**config.mk**
```make
export PLATFORM = sky130hd
export DESIGN_NAME = op_sequencer
export DESIGN_NICKNAME = d
export VERILOG_FILES = /design/src/imc_pkg.sv /design/src/op_sequencer.sv
export SDC_FILE = /design/constraint.sdc
export NUM_CORES = 1
export LEC_CHECK = 0
export ABC_AREA = 1
export ABC_CLOCK_PERIOD_IN_PS = 5800
export BUFFER_PORTS_ARGS = -buffer_cell sky130_fd_sc_hd__buf_2
export CORE_MARGIN = 10
export CORE_UTILIZATION = 52
export DETAILED_ROUTE_END_ITERATION = 16
export PLACE_DENSITY = 0.85
export SYNTH_ARGS = -nofsm -noshare
export SYNTH_HDL_FRONTEND = slang
export SYNTH_SLANG_ARGS = --single-unit
```
**constraint.sdc**
```tcl
create_clock -name sys_clk_in -period 5.8 [get_ports sys_clk_in]
set_clock_uncertainty 0.15 [all_clocks]
set_input_delay 0.29 -clock sys_clk_in [delete_from_list [all_inputs] [get_ports sys_clk_in]]
set_output_delay 0.29 -clock sys_clk_in [all_outputs]
set_load 0.03 [all_outputs]
```
**src/imc_pkg.sv**
```systemverilog
//////////////////////////////////////////////////
// shared widths and constants for the compute core
// opcode, control address and sequencer state enums
// instruction, host, control and row command structs
//////////////////////////////////////////////////
`default_nettype none

package imc_pkg;

    // data and instruction word
    localparam int WORD_W      = 32;

    // row array geometry
    localparam int ROW_ADDR_W  = 8;
    localparam int ROW_COUNT   = 256;

    // program buffer geometry
    localparam int PROM_ADDR_W = 8;
    localparam int PROM_DEPTH  = 256;

    // bus address widths, host bit 8 selects row load
    localparam int CSR_ADDR_W  = 4;
    localparam int HOST_ADDR_W = 9;

    // returned for any unmapped control read
    localparam logic [WORD_W-1:0] BAD_READ_VALUE = 32'hDEAD_C0DE;

    // shift amount taken from low bits of dst
    localparam int SHIFT_W     = 5;

    // opcodes, LOAD only used internally for host writes
    typedef enum logic [7:0] {
        OP_LOAD  = 8'h00,
        OP_MOVE  = 8'h01,
        OP_ORC   = 8'h03,
        OP_ANDC  = 8'h04,
        OP_XORC  = 8'h05,
        OP_LSHFT = 8'h08,
        OP_RSHFT = 8'h09
    } imc_op_e;

    // control register map
    typedef enum logic [CSR_ADDR_W-1:0] {
        CSR_PUSH      = 4'h0,
        CSR_START     = 4'h1,
        CSR_CLEAR     = 4'h2,
        CSR_STATUS    = 4'h3,
        CSR_WRPTR     = 4'h4,
        CSR_IRQ_CLEAR = 4'h5
    } csr_addr_e;

    typedef enum logic [2:0] {
        ST_IDLE,
        ST_LOAD,
        ST_HREAD1,
        ST_HREAD2,
        ST_FETCH,
        ST_ISSUE,
        ST_EXEC
    } seq_state_e;

    // opcode in the top byte, then three row fields
    typedef struct packed {
        imc_op_e               opcode;
        logic [ROW_ADDR_W-1:0] src_a;
        logic [ROW_ADDR_W-1:0] src_b;
        logic [ROW_ADDR_W-1:0] dst;
    } instr_t;

    typedef struct packed {
        logic                   write;
        logic                   read;
        logic [HOST_ADDR_W-1:0] address;
        logic [WORD_W-1:0]      writedata;
    } host_req_t;

    typedef struct packed {
        logic              waitrequest;
        logic [WORD_W-1:0] readdata;
        logic              readdatavalid;
    } host_rsp_t;

    typedef struct packed {
        logic                  write;
        logic                  read;
        logic [CSR_ADDR_W-1:0] address;
        logic [WORD_W-1:0]     writedata;
    } csr_req_t;

    typedef struct packed {
        logic [WORD_W-1:0] readdata;
        logic              readdatavalid;
    } csr_rsp_t;

    // one cycle of array control from the sequencer
    typedef struct packed {
        logic [ROW_ADDR_W-1:0] rd_addr_a;
        logic [ROW_ADDR_W-1:0] rd_addr_b;
        logic                  wr_en;
        logic [ROW_ADDR_W-1:0] wr_addr;
        imc_op_e               kind;
        logic [SHIFT_W-1:0]    shift;
        logic [WORD_W-1:0]     load_data;
    } row_cmd_t;

endpackage

`default_nettype wire
```
**src/op_sequencer.sv**
```systemverilog
//////////////////////////////////////////////////
// sequencer FSM for host loads and reads
// and for buffered instruction execution
//////////////////////////////////////////////////
`timescale 1ns/1ns
`default_nettype none

module op_sequencer
    import imc_pkg::*;
(
    input  wire logic              sys_clk_in,
    input  wire logic              sys_reset_in,
    input  wire host_req_t         host_req,
    output host_rsp_t              host_rsp,
    input  wire instr_t            instr,
    input  wire logic              instr_avail,
    input  wire logic              run,
    output logic                   instr_taken,
    output logic                   seq_busy,
    output row_cmd_t               row_cmd,
    input  wire logic [WORD_W-1:0] rd_word_a
);

    seq_state_e state;
    seq_state_e next_state;

    // registered host response and array command
    host_rsp_t  rsp_q;
    host_rsp_t  next_rsp;
    row_cmd_t   cmd_q;
    row_cmd_t   next_cmd;

    // instruction held through its three phases
    instr_t     instr_q;

    logic       host_load;
    logic       host_read;

    // host requests only count while not stalled
    assign host_load = !rsp_q.waitrequest && host_req.write
                       && host_req.address[HOST_ADDR_W-1];
    assign host_read = !rsp_q.waitrequest && !host_req.write && host_req.read;

    always_ff @(posedge sys_clk_in or posedge sys_reset_in) begin
        if (sys_reset_in) begin
            state <= ST_IDLE;
            rsp_q <= '{waitrequest: 1'b1, readdata: '0, readdatavalid: 1'b0};
            cmd_q <= '0;
        end else begin
            state <= next_state;
            rsp_q <= next_rsp;
            cmd_q <= next_cmd;
        end
    end

    always_ff @(posedge sys_clk_in) begin
        if (instr_taken) begin
            instr_q <= instr;
        end
    end

    always_comb begin
        next_state                 = state;
        next_rsp                   = rsp_q;
        next_rsp.readdatavalid     = 1'b0;
        next_cmd                   = cmd_q;
        next_cmd.wr_en             = 1'b0;
        instr_taken                = 1'b0;

        case (state)
            ST_IDLE: begin
                // stall the host while a run is pending
                next_rsp.waitrequest = run;
                if (host_load) begin
                    next_cmd.wr_addr     = host_req.address[ROW_ADDR_W-1:0];
                    next_cmd.load_data   = host_req.writedata;
                    next_cmd.kind        = OP_LOAD;
                    next_rsp.waitrequest = 1'b1;
                    next_state           = ST_LOAD;
                end else if (host_read) begin
                    next_cmd.rd_addr_a   = host_req.address[ROW_ADDR_W-1:0];
                    next_rsp.waitrequest = 1'b1;
                    next_state           = ST_HREAD1;
                end else if (instr_avail) begin
                    instr_taken          = 1'b1;
                    next_rsp.waitrequest = 1'b1;
                    next_state           = ST_FETCH;
                end
            end

            // row written one edge after this state
            ST_LOAD: begin
                next_cmd.wr_en       = 1'b1;
                next_rsp.waitrequest = 1'b0;
                next_state           = ST_IDLE;
            end

            // array registers port a here
            ST_HREAD1: begin
                next_state = ST_HREAD2;
            end

            ST_HREAD2: begin
                next_rsp.readdata      = rd_word_a;
                next_rsp.readdatavalid = 1'b1;
                next_rsp.waitrequest   = 1'b0;
                next_state             = ST_IDLE;
            end

            // operand rows presented during ISSUE
            ST_FETCH: begin
                next_cmd.rd_addr_a = instr_q.src_a;
                next_cmd.rd_addr_b = instr_q.src_b;
                next_state         = ST_ISSUE;
            end

            // write strobe lands in EXEC
            ST_ISSUE: begin
                next_cmd.kind  = instr_q.opcode;
                next_cmd.shift = instr_q.dst[SHIFT_W-1:0];
                case (instr_q.opcode)
                    OP_ORC, OP_ANDC, OP_XORC: begin
                        next_cmd.wr_en   = 1'b1;
                        next_cmd.wr_addr = instr_q.dst;
                    end
                    // single operand ops target src_b
                    OP_MOVE, OP_LSHFT, OP_RSHFT: begin
                        next_cmd.wr_en   = 1'b1;
                        next_cmd.wr_addr = instr_q.src_b;
                    end
                    // unknown opcode, consumed without a write
                    default: begin
                        next_cmd.wr_en = 1'b0;
                    end
                endcase
                next_state = ST_EXEC;
            end

            ST_EXEC: begin
                next_rsp.waitrequest = run;
                next_state           = ST_IDLE;
            end

            default: begin
                next_state = ST_IDLE;
            end
        endcase
    end

    assign seq_busy = (state != ST_IDLE);
    assign host_rsp = rsp_q;
    assign row_cmd  = cmd_q;

endmodule

`default_nettype wire

```
Word level (Yosys, flattened, before mapping)
Cells that the tools add are included.
{"block": "op_classes", "mux": 21, "order_cmp": 0, "shifts": 0, "add_sub_neg": 0, "bitwise_logic": 0, "div_mod_pow": 0, "multipliers": 0, "n_reduce_logical": 19, "n_eq_ne": 17}
{"cell": "$pmux W16 S2", "n": 1}
{"cell": "$pmux W8 S2", "n": 2}
{"cell": "$eq A8 B3 Y1 const B", "n": 2}
{"cell": "$eq A8 B4 Y1 const B", "n": 2}
{"cell": "$mux W16", "n": 1}
{"cell": "$mux W8", "n": 2}
{"cell": "$pmux W3 S4", "n": 1}
{"cell": "$eq A3 B3 Y1 const B", "n": 3}
{"cell": "$mux W1", "n": 9}
{"cell": "$mux W3", "n": 3}
{"cell": "$eq A8 B1 Y1 const B", "n": 1}
{"cell": "$eq A8 B2 Y1 const B", "n": 1}
{"cell": "$eq A3 B2 Y1 const B", "n": 2}
{"cell": "$ne A2 B2 Y1 const B", "n": 3}
{"cell": "$reduce_and A3 Y1", "n": 2}
{"cell": "$reduce_bool A3 Y1", "n": 2}
{"cell": "$reduce_or A3 Y1", "n": 2}
{"cell": "$reduce_or A6 Y1", "n": 1}
{"cell": "$logic_and A1 B1 Y1", "n": 4}
{"cell": "$ne A4 B4 Y1 const B", "n": 1}
{"cell": "$reduce_and A2 Y1", "n": 2}
{"cell": "$reduce_bool A2 Y1", "n": 2}
{"cell": "$eq A3 B1 Y1 const B", "n": 1}
{"cell": "$logic_not A3 Y1", "n": 1}
{"cell": "other kinds (5)", "n": 6}
{"block": "totals", "mem_bits_rw": 0, "memories": 0, "in_bits": 111, "latchBits": 0, "register_bits": 139, "elab_cells": 72, "romBits": 0}

Longest topological paths before layout
{"block": "depth", "depth_word": 6, "mapped_depth": 10, "depth_no_buf": 9}

Least setup slack after synthesis
Ideal clock, no wire load.
{"block": "synth_path", "path_kind": "register to register", "startpoint": "reg state[2]", "endpoint": "reg instr_q[0] in the netlist's numbering (enable)", "setup_time_ps": 439, "setup_slack_ps": 2571, "arrival_time_ps": 2640, "path_stages_with_launch": 7, "n_path_buf": 1, "synth_period_minus_slack_ps": 3229, "path_cell_list": "dfrtp_1 -> buf_4 -> inv_2 -> nand2_4 -> inv_2 -> nand3_1 -> nor2_1"}
{"block": "synth_between", "elab_chain_len": 2}
{"element": "start, declared", "line": "op_sequencer.sv:24", "text": "seq_state_e state;"}
{"element": "start signal, assigned", "line": "op_sequencer.sv:50", "text": "state <= next_state;"}
{"element": "$logic_not A3 Y1", "line": "op_sequencer.sv:70", "text": "case (state)"}
{"element": "$mux W1", "line": "op_sequencer.sv:70"}
{"element": "named net instr_taken", "line": "op_sequencer.sv:18", "text": "output logic instr_taken,"}
{"element": "end signal, assigned", "line": "op_sequencer.sv:58", "text": "instr_q <= instr;"}
{"element": "end, declared", "line": "op_sequencer.sv:34", "text": "instr_t instr_q;"}
The timed path passes the listed nets, and every way through them passes these cells.
A chain may end at the register's enable or synchronous reset.

Worst setup path in the final report
{"block": "layout_path", "startpoint": "reg state[1]", "endpoint": "out instr_taken"}
{"block": "layout_between", "elab_chain_len": 2}
{"element": "$logic_not A3 Y1", "line": "op_sequencer.sv:70"}
{"element": "$mux W1", "line": "op_sequencer.sv:70"}
{"element": "end, declared", "line": "op_sequencer.sv:18"}
Every way passes these cells.

==> metrics.txt <==
via density per instance a little over 5; Setup crit start kind register; routed wire length 19.7 mm; # port buffers 216; remaining antenna violation count after routing 0; Worst setup EP type primary output; Max Freq 0.334 GHz; DP Cell Count roughly 840; Yosys cell types 26; CTS tree done; Syn Area/Cell 11.0 µm²; Setup TNS 0 ps; Final Instance Area 8370 µm²; Final nets 942; initial core utilization 53.7%; WHS Path Cells 3; Mapped Nets slightly above 600; Req. time, crit path 5360 ps; post-synthesis sequential area ratio 65.4%; Post-CTS Resized 0; Synth Warn # 0; VDD IR-drop max about 330 µV; clk buf depth 2; Synth-to-Final Area Change 50.3%; Slew HR 41.5%; clk root buf clkbuf_8; largest net degree at the start of global routing 60; Core ar. 10400 µm²; RSZ-0062 raised after global routing false; Tightest Pin Transition roughly 900 ps; Sink Count between 100 and 150; clock slew at reported path FFs 60 ps; drt wl/cell 20.0 µm; share of cells above drive strength 1 between 30% and 40%; cell area after synthesis 5570 µm²; vias in the first global route 5547; initial antenna violation count 3; First-pass DRT Iterations 5; crit-path max FO 33; final hold vios 0; Final Max Slew Viols 0; Fill cells 586; Final Setup Violations 0; worst r2r src state[2]; worst-case reg-to-reg path depth 6; worst-skew pair later-pin latency 530 ps; Critical path origin state[1]; dpl cell area between 6000 and 7000 µm²; Die Ht around 120 µm; Die X 123 µm; DRC Markers 0; H-tree levels 4; P per Cell Area 576 nW/µm²; Non-Filler Instances 982; leakage 4.35 nW; post-route minimum period 2990 ps; commonest non-fill, non-tap cell in the layout buf_2; GPL Wtd Cong 0.899; Reg2Reg Setup Slack approximately 3500 ps; max_cap viols 0; Yosys reg bits 139; final worst-path cycle share between 50% and 60%; commonest non-fill, non-tap cells in the layout buf_2, nand2_1, dlygate4sd3_1; DR vias between 5000 and 6000; Overflow after GRT 0; initial DRC count 434; status finished clean; worst hold path class primary input to register; HPWL Detailed 11.5 mm; global-route wire length before repair just over 30 mm; # rows 37; reg2reg end host_rsp[17]; CP arrival 2550 ps; die area 15200 µm²; GRT Util Overall 26.1%; Gate Count Post-Synth between 500 and 600; critical path capture point instr_taken; kind of critical path register to primary output; IO Count 217; CTS Buf Count 17
layer usage:
metal | global-route usage (%) | routed length, µm | vias to the layer above
met3 | 9.98 | 2130 | 63
met4 | 13.0 | 714 | 2
met1 | 26.0 | 6740 | 2415
met2 | 46.6 | 10100 | 305
met5 | 0 | 15 | -
li1 | - | - | 2284
synthesized netlist by cell type, drive strengths merged:
cell type,n,area [µm²]
o21ai,22,110
o22ai,5,31.3
clkinv,1,3.75
buf,11,78.8
nand3,28,140
dfstp,1,26.3
nand2,191,739
nand3b,1,7.51
clkbuf,5,18.8
inv,33,129
mux2,32,469
nand4,2,18.8
dfrtp,106,2650
a21oi,1,16.3
edfxtp,32,961
nor2,29,141
a31oi,4,25.0
through the flow:
stage | utilization, % | worst slack (ps) | power, mW | hold slack [ps]
final | 80.7 | 2810 | 4.82 | 58.6
after detailed placement | 65.0 | 3370 | 3.67 | 241
after global placement | 65.0 | 3450 | 3.61 | 235
after CTS | 80.6 | 2800 | 4.75 | 49.7
after global routing | 80.7 | 2620 | 5.08 | 73.3
after floorplan | - | 2540 | 3.04 | 239
cell type report:
class                           count  area, µm²  area share, %
Antenna cell                        2       5.00         0.0598
Clock buffer                       22        453           5.41
Clock inverter                     10       98.8           1.18
Inverter                           34        135           1.61
Multi-Input combinational cell    315       1710           20.4
Sequential cell                   139       3640           43.5
Tap cell                          136        170           2.03
Timing Repair Buffer              324       2160           25.8
state kept, by name, summed over array words and instances (netlist names):
name,flops
state,3
instr_q,32
row_cmd,70
host_rsp,34
repair_timing:
action	CTS	global route
buffers inserted	0	0
setup endpoints to repair	0	0
hold buffers	107	0
hold endpoints to repair	162	0
how the worst min path moves through the flow:
stage | startpoint | to | slack [ps]
2_1_floorplan | instr[0] | instr_q[0] | 240
3_3_place_gp | sys_reset_in | row_cmd[6] | 240
3_5_place_dp | sys_reset_in | row_cmd[6] | 240
4_1_cts | host_req[41] | state[1] | 50
5_1_grt | host_req[41] | state[1] | 70
6_report | host_req[41] | state[1] | 60
critical path, cell delays in order, from the launching register on:
cell	delay (ps)
dfrtp_1	450
nor2_4	200
nand2_4	90
inv_2	80
nand3_1	150
nor2_4	710
buf_2	340
cell families after synthesis:
kind of cell    Yosys count  share of synthesized area [%]
buf+inv                  50                           4.13
flops                   139                           65.4
compound gates           32                           3.28
simple gates            251                           18.8
mux                      32                           8.43
where the power goes:
group	switching [mW]	internal, mW
Combinational	1.47	0.661
Sequential	0.255	1.43
Clock	0.388	0.627
No activity file was read; power rests on OpenSTA's default activity.
